File: src/design/bp_pkg.sv
`default_nettype none

package bp_pkg;

   // --------------------------------------------------
   // fixed-width types
   // --------------------------------------------------

   // halfword pc, bit 0 never carried
   typedef logic [31:1] pc_t;

   // branch target offset in halfwords
   typedef logic signed [11:0] toffset_t;

   // 2-bit history counter: [1] direction, [0] strength
   typedef logic [1:0] hist_t;

   // --------------------------------------------------
   // default sizing, overridden from the top level
   // --------------------------------------------------

   // btb set index width (16 sets)
   localparam int BTB_INDEX_W_DEF = 4;

   // hashed tag width
   localparam int BTB_TAG_W_DEF = 5;

   // global history length, no wider than the index
   localparam int GHR_W_DEF = 4;

   // return stack entries
   localparam int RAS_DEPTH_DEF = 4;

endpackage

`default_nettype wire

File: src/design/bp_btb.sv
`timescale 1ns/1ns
`default_nettype none

module bp_btb
   import bp_pkg::*;
#(
   parameter int BTB_INDEX_W = BTB_INDEX_W_DEF,
   parameter int BTB_TAG_W   = BTB_TAG_W_DEF
) (
   input  wire logic                   clk,
   input  wire logic                   rst_n,
   input  wire logic                   fetch_req,
   input  wire pc_t                    fetch_addr,
   input  wire logic                   mp_valid,
   input  wire logic                   mp_ataken,
   input  wire logic                   mp_way,
   input  wire toffset_t               mp_toffset,
   input  wire logic                   mp_pc4,
   input  wire logic                   mp_boffset,
   input  wire logic                   mp_call,
   input  wire logic                   mp_ret,
   input  wire logic                   mp_ja,
   input  wire logic [BTB_INDEX_W-1:0] mp_index,
   input  wire logic [BTB_TAG_W-1:0]   mp_btag,
   output logic [BTB_INDEX_W-1:0]      btb_index,
   output logic                        hit,
   output logic                        hit_way,
   output logic                        lru_way,
   output toffset_t                    entry_toffset,
   output logic                        entry_pc4,
   output logic                        entry_boffset,
   output logic                        entry_call,
   output logic                        entry_ret
);

   localparam int NSETS  = 1 << BTB_INDEX_W;
   localparam int TAG_LO = 2 + BTB_INDEX_W;

   logic [BTB_TAG_W-1:0] rd_tag;
   logic [1:0]           match;
   logic                 wr_en;

   // storage, indexed [way][set]
   logic                 valid_q   [2][NSETS];
   logic [BTB_TAG_W-1:0] tag_q     [2][NSETS];
   toffset_t             toffset_q [2][NSETS];
   logic                 pc4_q     [2][NSETS];
   logic                 boffset_q [2][NSETS];
   logic                 call_q    [2][NSETS];
   logic                 ret_q     [2][NSETS];
   logic [NSETS-1:0]     lru_q;    // 1 selects way 1 for replacement

   // --------------------------------------------------
   // hash and read
   // --------------------------------------------------
   assign btb_index = fetch_addr[2 +: BTB_INDEX_W] ^
                      fetch_addr[2 + BTB_INDEX_W +: BTB_INDEX_W] ^
                      fetch_addr[2 + 2*BTB_INDEX_W +: BTB_INDEX_W];

   assign rd_tag = fetch_addr[TAG_LO +: BTB_TAG_W] ^
                   fetch_addr[TAG_LO + BTB_TAG_W +: BTB_TAG_W] ^
                   fetch_addr[TAG_LO + 2*BTB_TAG_W +: BTB_TAG_W];

   always_comb begin
      for (int w = 0; w < 2; w++) begin
         match[w] = fetch_req & valid_q[w][btb_index] & (tag_q[w][btb_index] == rd_tag);
      end
   end

   assign hit     = |match;
   assign hit_way = match[1];     // way 1 wins a double hit
   assign lru_way = lru_q[btb_index];

   // entry of the selected way
   assign entry_toffset = toffset_q[hit_way][btb_index];
   assign entry_pc4     = pc4_q[hit_way][btb_index];
   assign entry_boffset = boffset_q[hit_way][btb_index];
   assign entry_call    = call_q[hit_way][btb_index];
   assign entry_ret     = ret_q[hit_way][btb_index];

   // --------------------------------------------------
   // write from the mispredict packet
   // --------------------------------------------------
   assign wr_en = mp_valid & mp_ataken;

   always_ff @(posedge clk or negedge rst_n) begin
      if (!rst_n) begin
         for (int w = 0; w < 2; w++) begin
            for (int s = 0; s < NSETS; s++) begin
               valid_q[w][s] <= 1'b0;
            end
         end
      end else if (wr_en) begin
         valid_q[mp_way][mp_index] <= 1'b1;
      end
   end

   always_ff @(posedge clk) begin
      if (wr_en) begin
         tag_q[mp_way][mp_index]     <= mp_btag;
         toffset_q[mp_way][mp_index] <= mp_toffset;
         pc4_q[mp_way][mp_index]     <= mp_pc4;
         boffset_q[mp_way][mp_index] <= mp_boffset;
         call_q[mp_way][mp_index]    <= mp_call | mp_ja;  // jal treated as call and ret
         ret_q[mp_way][mp_index]     <= mp_ret | mp_ja;
      end
   end

   // lru, mispredict update lands last so it wins
   always_ff @(posedge clk or negedge rst_n) begin
      if (!rst_n) begin
         lru_q <= '0;
      end else begin
         if (hit) lru_q[btb_index] <= ~hit_way;    // point at the way that missed
         if (wr_en) lru_q[mp_index] <= ~mp_way;
      end
   end

endmodule

`default_nettype wire

File: src/design/bp_bht.sv
`timescale 1ns/1ns
`default_nettype none

module bp_bht
   import bp_pkg::*;
#(
   parameter int BTB_INDEX_W = BTB_INDEX_W_DEF,
   parameter int GHR_W       = GHR_W_DEF
) (
   input  wire logic                   clk,
   input  wire logic                   rst_n,
   input  wire logic [BTB_INDEX_W-1:0] btb_index,
   input  wire logic [GHR_W-1:0]       ghr,
   input  wire logic                   mp_valid,
   input  wire logic                   mp_call,
   input  wire logic                   mp_ret,
   input  wire logic                   mp_ja,
   input  wire logic [BTB_INDEX_W-1:0] mp_index,
   input  wire logic [GHR_W-1:0]       mp_eghr,
   input  wire hist_t                  mp_hist,
   input  wire logic                   br_valid,
   input  wire logic [BTB_INDEX_W-1:0] br_index,
   input  wire logic [GHR_W-1:0]       br_fghr,
   input  wire hist_t                  br_hist,
   output hist_t                       counter
);

   localparam int NENT = 1 << BTB_INDEX_W;

   hist_t                  cnt_q [NENT];
   logic [BTB_INDEX_W-1:0] rd_addr;
   logic [BTB_INDEX_W-1:0] mp_addr;
   logic [BTB_INDEX_W-1:0] br_addr;
   logic                   mp_wr;

   // --------------------------------------------------
   // index hashing, history folded into the low bits
   // --------------------------------------------------
   assign rd_addr = btb_index ^ BTB_INDEX_W'(ghr);
   assign mp_addr = mp_index ^ BTB_INDEX_W'(mp_eghr);   // execute-time history
   assign br_addr = br_index ^ BTB_INDEX_W'(br_fghr);

   // calls, rets and jumps never train the counters
   assign mp_wr = mp_valid & ~mp_call & ~mp_ret & ~mp_ja;

   assign counter = cnt_q[rd_addr];

   // commit port written last so it wins on a shared address
   always_ff @(posedge clk or negedge rst_n) begin
      if (!rst_n) begin
         for (int i = 0; i < NENT; i++) begin
            cnt_q[i] <= '0;
         end
      end else begin
         if (mp_wr) begin
            cnt_q[mp_addr] <= mp_hist;
         end
         if (br_valid) begin
            cnt_q[br_addr] <= br_hist;
         end
      end
   end

endmodule

`default_nettype wire

File: src/design/bp_ghr.sv
`timescale 1ns/1ns
`default_nettype none

module bp_ghr
   import bp_pkg::*;
#(
   parameter int GHR_W = GHR_W_DEF
) (
   input  wire logic             clk,
   input  wire logic             rst_n,
   input  wire logic             fetch_req,
   input  wire logic             ic_hit,
   input  wire logic             hit,
   input  wire logic             fetch_dir,
   input  wire logic             flush,
   input  wire logic [GHR_W-1:0] mp_fghr,
   output logic [GHR_W-1:0]      ghr
);

   logic advance;

   // only a fetch that returned data and found a branch moves history
   assign advance = fetch_req & ic_hit & hit;

   always_ff @(posedge clk or negedge rst_n) begin
      if (!rst_n) begin
         ghr <= '0;
      end else if (flush) begin
         ghr <= mp_fghr;                              // restore from mispredict
      end else if (advance) begin
         ghr <= (ghr << 1) | GHR_W'(fetch_dir);       // newest bit at 0
      end
   end

endmodule

`default_nettype wire

File: src/design/bp_ret_stack.sv
`timescale 1ns/1ns
`default_nettype none

module bp_ret_stack
   import bp_pkg::*;
#(
   parameter int RAS_DEPTH = RAS_DEPTH_DEF
) (
   input  wire logic clk,
   input  wire logic rst_n,
   input  wire logic rs_push,
   input  wire logic rs_pop,
   input  wire pc_t  rs_ret_addr,
   output pc_t       rs_top,
   output logic      rs_top_valid
);

   pc_t                  addr_q [RAS_DEPTH];
   logic [RAS_DEPTH-1:0] valid_q;              // entry 0 is the top

   // --------------------------------------------------
   // push shifts down, pop shifts up
   // --------------------------------------------------
   always_ff @(posedge clk or negedge rst_n) begin
      if (!rst_n) begin
         for (int i = 0; i < RAS_DEPTH; i++) begin
            addr_q[i] <= '0;
         end
         valid_q <= '0;
      end else if (rs_push) begin
         for (int i = RAS_DEPTH - 1; i > 0; i--) begin
            addr_q[i] <= addr_q[i-1];   // bottom entry falls off
         end
         addr_q[0] <= rs_ret_addr;
         valid_q   <= {valid_q[RAS_DEPTH-2:0], 1'b1};
      end else if (rs_pop) begin
         for (int i = 0; i < RAS_DEPTH - 1; i++) begin
            addr_q[i] <= addr_q[i+1];
         end
         addr_q[RAS_DEPTH-1] <= '0;
         valid_q             <= {1'b0, valid_q[RAS_DEPTH-1:1]};   // bottom refills invalid
      end
   end

   assign rs_top       = addr_q[0];
   assign rs_top_valid = valid_q[0];

endmodule

`default_nettype wire

File: src/design/bp_predict.sv
`timescale 1ns/1ns
`default_nettype none

module bp_predict
   import bp_pkg::*;
(
   input  wire logic     fetch_req,
   input  wire pc_t      fetch_addr,
   input  wire logic     bpred_disable,
   input  wire logic     hit,
   input  wire logic     hit_way,
   input  wire logic     lru_way,
   input  wire toffset_t entry_toffset,
   input  wire logic     entry_pc4,
   input  wire logic     entry_boffset,
   input  wire logic     entry_call,
   input  wire logic     entry_ret,
   input  wire hist_t    counter,
   input  wire pc_t      rs_top,
   input  wire logic     rs_top_valid,
   output logic          hit_taken,
   output pc_t           target,
   output logic          fetch_dir,
   output logic          way,
   output logic          valid,
   output logic          hist1,
   output logic          hist0,
   output logic          pc4,
   output logic          ret,
   output toffset_t      poffset,
   output logic          rs_push,
   output logic          rs_pop,
   output pc_t           rs_ret_addr
);

   pc_t  branch_pc;
   pc_t  offset_ext;
   pc_t  adder_target;
   logic force_taken;
   logic use_rs;

   // calls and rets always go taken regardless of the counter
   assign force_taken = entry_call | entry_ret;
   assign fetch_dir   = hit & (counter[1] | force_taken);
   assign hit_taken   = fetch_dir & fetch_req & ~bpred_disable;

   // --------------------------------------------------
   // target and return address
   // --------------------------------------------------
   assign branch_pc    = {fetch_addr[31:2], entry_boffset};
   assign offset_ext   = {{19{entry_toffset[11]}}, entry_toffset};
   assign adder_target = branch_pc + offset_ext;

   assign use_rs = entry_ret & ~entry_call & rs_top_valid;
   assign target = use_rs ? rs_top : adder_target;

   assign rs_ret_addr = branch_pc + (entry_pc4 ? 31'd2 : 31'd1);   // next inst
   assign rs_push     = entry_call & ~entry_ret & hit_taken;
   assign rs_pop      = entry_ret & ~entry_call & hit_taken;

   // fetch-side outputs
   assign way     = hit ? hit_way : lru_way;
   assign valid   = hit & ~bpred_disable;
   assign hist1   = counter[1] | force_taken;
   assign hist0   = counter[0];
   assign pc4     = hit & entry_pc4;
   assign ret     = hit & entry_ret & ~entry_call;
   assign poffset = entry_toffset;

endmodule

`default_nettype wire

File: src/design/bp_top.sv
`timescale 1ns/1ns
`default_nettype none

module bp_top
   import bp_pkg::*;
#(
   parameter int BTB_INDEX_W = BTB_INDEX_W_DEF,
   parameter int BTB_TAG_W   = BTB_TAG_W_DEF,
   parameter int GHR_W       = GHR_W_DEF,
   parameter int RAS_DEPTH   = RAS_DEPTH_DEF
) (
   input  wire logic                   clk,
   input  wire logic                   rst_n,
   // fetch
   input  wire logic                   fetch_req,
   input  wire pc_t                    fetch_addr,
   input  wire logic                   ic_hit,
   // mispredict packet
   input  wire logic                   mp_valid,
   input  wire logic                   mp_ataken,
   input  wire logic                   mp_way,
   input  wire hist_t                  mp_hist,
   input  wire toffset_t               mp_toffset,
   input  wire logic                   mp_pc4,
   input  wire logic                   mp_boffset,
   input  wire logic                   mp_call,
   input  wire logic                   mp_ret,
   input  wire logic                   mp_ja,
   input  wire logic [BTB_INDEX_W-1:0] mp_index,
   input  wire logic [BTB_TAG_W-1:0]   mp_btag,
   input  wire logic [GHR_W-1:0]       mp_eghr,
   input  wire logic [GHR_W-1:0]       mp_fghr,
   // commit history update
   input  wire logic                   br_valid,
   input  wire hist_t                  br_hist,
   input  wire logic [BTB_INDEX_W-1:0] br_index,
   input  wire logic [GHR_W-1:0]       br_fghr,
   input  wire logic                   flush,
   input  wire logic                   bpred_disable,
   // prediction
   output logic                        hit_taken,
   output pc_t                         target,
   output toffset_t                    poffset,
   output logic                        valid,
   output logic                        way,
   output logic                        hist1,
   output logic                        hist0,
   output logic                        pc4,
   output logic                        ret,
   output logic [GHR_W-1:0]            fghr
);

   logic [BTB_INDEX_W-1:0] btb_index;
   logic                   hit, hit_way, lru_way;
   toffset_t               entry_toffset;
   logic                   entry_pc4, entry_boffset, entry_call, entry_ret;
   hist_t                  counter;
   logic                   fetch_dir;
   logic                   rs_push, rs_pop, rs_top_valid;
   pc_t                    rs_ret_addr, rs_top;

   // --------------------------------------------------
   // lookup path: btb, bht, predict
   // --------------------------------------------------
   bp_btb #(.BTB_INDEX_W(BTB_INDEX_W), .BTB_TAG_W(BTB_TAG_W)) u_btb (
      .clk, .rst_n, .fetch_req, .fetch_addr,
      .mp_valid, .mp_ataken, .mp_way, .mp_toffset, .mp_pc4, .mp_boffset,
      .mp_call, .mp_ret, .mp_ja, .mp_index, .mp_btag,
      .btb_index, .hit, .hit_way, .lru_way, .entry_toffset, .entry_pc4,
      .entry_boffset, .entry_call, .entry_ret
   );

   bp_bht #(.BTB_INDEX_W(BTB_INDEX_W), .GHR_W(GHR_W)) u_bht (
      .clk, .rst_n, .btb_index, .ghr(fghr),
      .mp_valid, .mp_call, .mp_ret, .mp_ja, .mp_index, .mp_eghr, .mp_hist,
      .br_valid, .br_index, .br_fghr, .br_hist, .counter
   );

   bp_predict u_predict (
      .fetch_req, .fetch_addr, .bpred_disable, .hit, .hit_way, .lru_way,
      .entry_toffset, .entry_pc4, .entry_boffset, .entry_call, .entry_ret,
      .counter, .rs_top, .rs_top_valid,
      .hit_taken, .target, .fetch_dir, .way, .valid, .hist1, .hist0, .pc4,
      .ret, .poffset, .rs_push, .rs_pop, .rs_ret_addr
   );

   // history and return stack state
   bp_ghr #(.GHR_W(GHR_W)) u_ghr (
      .clk, .rst_n, .fetch_req, .ic_hit, .hit, .fetch_dir, .flush, .mp_fghr,
      .ghr(fghr)
   );

   bp_ret_stack #(.RAS_DEPTH(RAS_DEPTH)) u_ret_stack (
      .clk, .rst_n, .rs_push, .rs_pop, .rs_ret_addr, .rs_top, .rs_top_valid
   );

endmodule

`default_nettype wire

File: config.mk
export PLATFORM = sky130hd
export DESIGN_NAME = bp_top
export DESIGN_NICKNAME = d
export VERILOG_FILES = /design/src/design/bp_pkg.sv /design/src/design/bp_btb.sv /design/src/design/bp_bht.sv /design/src/design/bp_ghr.sv /design/src/design/bp_ret_stack.sv /design/src/design/bp_predict.sv /design/src/design/bp_top.sv
export SDC_FILE = /design/constraint.sdc
export NUM_CORES = 1
export LEC_CHECK = 0
export ABC_AREA = 1
export BUFFER_PORTS_ARGS = -buffer_cell sky130_fd_sc_hd__buf_2
export CORE_ASPECT_RATIO = 1.4
export CORE_MARGIN = 1
export CORE_UTILIZATION = 24
export DETAILED_ROUTE_END_ITERATION = 10
export GPL_ROUTABILITY_DRIVEN = 0
export MAX_ROUTING_LAYER = met4
export PLACE_DENSITY = 0.44
export SLEW_MARGIN = 10
export SYNTH_ARGS = -nofsm -noshare
export SYNTH_HDL_FRONTEND = slang
export SYNTH_SLANG_ARGS = --single-unit
File: constraint.sdc
create_clock -name clk -period 8.98 [get_ports clk]
set_clock_uncertainty 0.15 [all_clocks]
set_input_delay 0 -clock clk [delete_from_list [all_inputs] [get_ports clk]]
set_output_delay 0 -clock clk [all_outputs]
set_load 0.1 [all_outputs]
==> flow_metrics.py <==
metrics = {
    "run_status": {
        "status": "complete, no violations",
    },
    "cts": {
        "cts_htree_levels": 3,
        "clk_latency_ns": 0.71,
        "cts_root_buf": "clkbuf_16",
        "path_clk_slew_ns": 0.06,
        "numCtsBuffers": 99,
        "clock-sinks": 884,
        "cts_tree": "yes",
        "cts_buffer_depth": 3,
    },
    "worst_setup_path": {
        "reg2reg_from": "u_btb.tag_q[1][71]$_DFFE_PP_",
        "setup.worst_path.start_class": "input port",
        "worstPathArrival_ns": 8.80,
        "rr_worst_depth": 37,
        "critPathKind": "in -> reg",
        "cp_slowest_cell": "dlygate4sd3_1",
        "cp-endpoint": "u_ret_stack.rs_top[24]$_DFFE_PN0P_",
        "crit_path_end_kind": "flop",
        "regToRegEndpoint": "u_ret_stack.rs_top[24]$_DFFE_PN0P_",
        "cp_max_fo": 60,
        "crit_start": "fetch_addr[8]",
        "ff2ff_setup_slack_ns": 0.63,
        "max_stage_delay_ns": 0.57,
        "crit_required_ns": 9.42,
    },
    "yosys": {
        "avgSynthCellArea_sq_um": 10.1,
        "yosysTopAreaCellShare_pct": 49.8,
        "synthAdderAreaFrac_pct": 1.12,
        "synth_cell_types": 49,
        "seq_area_frac_synth_pct": 62.8,
        "synth_top_family_by_area": "simple AND/OR/NAND/NOR gates",
        "synth_compound_area_share_pct": 8.08,
        "synth-seq-cells": 884,
        "synth_flop_cell": "edfxtp_1",
        "synth_cells": 4027,
        "synth-async-reset-ratio_pct": 24.0,
        "synth_nets": 4149,
        "synth_xor_area_share_pct": 1.85,
        "synth_area_sq_um": 40500,
        "yosysMostFrequentCell": "nand2_1",
        "yosys_warnings": 0,
        "synth_area_leaders": "edfxtp_1 (50%), dfrtp_1 (13%), nand2_1 (9.8%), nand3_1 (3.5%), inv_1 (3.0%)",
        "synth_common_cells": "nand2_1 (1063), edfxtp_1 (672), inv_1 (321)",
        "synth_edf_count": 672,
        "yosys.area.top_type": "edfxtp_1",
        "synth_simple_gate_area_share_pct": 20.4,
        "synthMuxAreaShare_pct": 0,
    },
    "global_routing": {
        "grt_max_degree": 192,
        "grt_pass1_vias": 30500,
        "grt_usage_pct": 16.5,
        "grt_pass1_wl_um": 203000,
        "overflow": 0,
        "grt_antenna_before_repair": 18,
    },
    "route": {
        "drt-initial-drc-count": 2403,
        "viasPerCell": 4.62,
        "vias": 30800,
        "ant_nets": 0,
        "drc": 0,
        "drtPass1Iterations": 5,
        "wl_per_cell_um": 20.7,
        "routed_wl_um": 138000,
    },
    "die": {
        "ios": 141,
        "die_h_um": 488,
        "rows": 178,
        "initial_core_util_pct": 24.1,
        "die_area_sq_um": 171000,
        "dieWidth_um": 349,
        "core_sq_um": 168000,
    },
    "power": {
        "clkPwrFrac_pct": 31.3,
        "power_density_nw_per_um2": 256,
        "peakVddDrop_mv": 0.384,
        "swShare_pct": 35.6,
        "p_leak_uw": 0.0196,
        "power_frac_comb_pct": 29.8,
        "switching_power_uw": 4540,
        "intPower_uw": 8220,
        "pwr-share-seq_pct": 38.9,
    },
    "finish": {
        "final_util_pct": 29.7,
        "nets": 4446,
        "drive_gt1_share_pct": 10.6,
        "area_delta_synth_final_pct": 22.9,
    },
    "min_path": {
        "min-delay-start": "mp_ret",
        "min_path_type": "in -> reg",
    },
    "timing": {
        "finalHoldViolations": 0,
        "finalCritPeriodShare_pct": 93.1,
        "tightest_slew_ns": 1.23,
        "relSlewSlack_pct": 17.6,
        "worst_slack_ns": 0.623,
        "rsz0062_at_grt": "false",
        "fin_setup_tns_ns": 0,
        "finalSetupViolCount": 0,
        "fmax_mhz": 120,
        "fin_crit_ns": 8.36,
        "slew_violations": 0,
    },
    "place": {
        "portBuffers": 139,
        "dp_slack_ns": 0.631,
        "hpwlAfterDp_um": 81600,
    },
    "flow_run": {
        "maxCapViolations": 0,
    },
}
-- cell usage in the layout, fill, tap and decap left out, types with 37 or more instances in the layout --
master	netlist	layout
nand2_1	1063	1062
edfxtp_1	672	672
inv_1	321	319
nand3_1	283	282
nor2_1	254	220
dfrtp_1	212	212
dlygate4sd3_1	0	201
nand4_1	191	191
o21ai_0	183	183
a21oi_1	120	120
buf_2	63	107
clkbuf_16	0	100
o22ai_1	94	94
buf_4	8	86
xor2_1	52	52
nor2_4	6	41
buf_12	0	37
-- metal layers --
layer	GRT usage, %	part of all wire [%]	vias up
li1	-	-	14600
met1	20.8	44	15300
met2	27.2	49	799
met3	2.46	5.3	169
met4	4.68	2.3	0
met5	-	0	-
-- state kept, by name, summed over array words and instances (netlist names) --
| register | cells |
|---|---|
| u_bht.cnt_q | 32 |
| u_btb.boffset_q | 32 |
| u_btb.call_q | 32 |
| u_btb.lru_q | 16 |
| u_btb.pc4_q | 32 |
| u_btb.ret_q | 32 |
| u_btb.tag_q | 160 |
| u_btb.toffset_q | 384 |
| u_btb.valid_q | 32 |
| u_ghr.ghr | 4 |
| u_ret_stack.addr_q | 93 |
| u_ret_stack.rs_top | 31 |
| u_ret_stack.valid_q | 4 |
-- power by group through the flow --
stage          Clock (uW)  Combinational [uW]  Sequential [uW]
3_3_place_gp            0                3660             5030
5_1_grt              4230                4090             5000
6_report             3990                3810             4960
2_1_floorplan           0                2380             4990
3_5_place_dp            0                3670             5040
4_1_cts              4090                3840             4960
-- metrics by stage --
| stage | instances | total power, uW | hold WS (ns) | instance area, sq um |
|---|---|---|---|---|
| finish | 6665 | 12800 | 0.0459 | 49800 |
| global route | 6664 | 13300 | 0.0926 | 49800 |
| CTS | 6649 | 12900 | 0.0153 | 49700 |
| detailed placement | 6268 | 8710 | 0.0103 | 44600 |
| global placement | 6268 | 8690 | -0.00960 | 44600 |
| floorplan | 4027 | 7370 | -0.446 | 40600 |
-- how the worst min path moves through the flow --
stage | end | depth (start not counted)
CTS | u_bht.cnt_q[31]$_DFF_PN0_ | 9
detailed placement | u_bht.cnt_q[12]$_DFF_PN0_ | 1
floorplan | u_bht.cnt_q[0]$_DFF_PN0_ | 0
global route | u_bht.cnt_q[22]$_DFF_PN0_ | 5
global placement | u_bht.cnt_q[9]$_DFF_PN0_ | 1
finish | u_bht.cnt_q[22]$_DFF_PN0_ | 6
-- cells by family after synthesis --
group                    after synthesis
adder cells (fa/ha/maj)               35
buffers and inverters                573
XOR/XNOR                              82
AND/OR/NAND/NOR                     1899
flip-flops                           884
AO/OA/AOI/OAI                        554
-- repair_timing --
| item | CTS | global route |
|---|---|---|
| gates resized for setup | 0 | 7 |
| endpoints found under the hold margin | 931 | 0 |
| hold buffers | 202 | 0 |
| buffers inserted | 0 | 2 |
| endpoints found under the setup margin | 0 | 6 |
-- layout make-up --
type	instances	area, sq um
timing repair buffer	433	3980
multi-input combinational	2570	13100
sequential	884	25500
antenna	13	32.5
fill	17600	118000
tap	2250	2820
timing repair inverter	1	7.51
inverter	335	1270
clock inverter	47	457
clock buffer	132	2670
-- critical path, delay by kind of cell --
family / cells / cell delay, ns
XOR/XNOR: 3 / 0.75
adder cells (fa/ha/maj): 2 / 0.49
AND/OR/NAND/NOR: 21 / 3.18
AO/OA/AOI/OAI: 3 / 0.39
buffers and inverters: 10 / 3.92
Power figures use the tool's default switching activity.
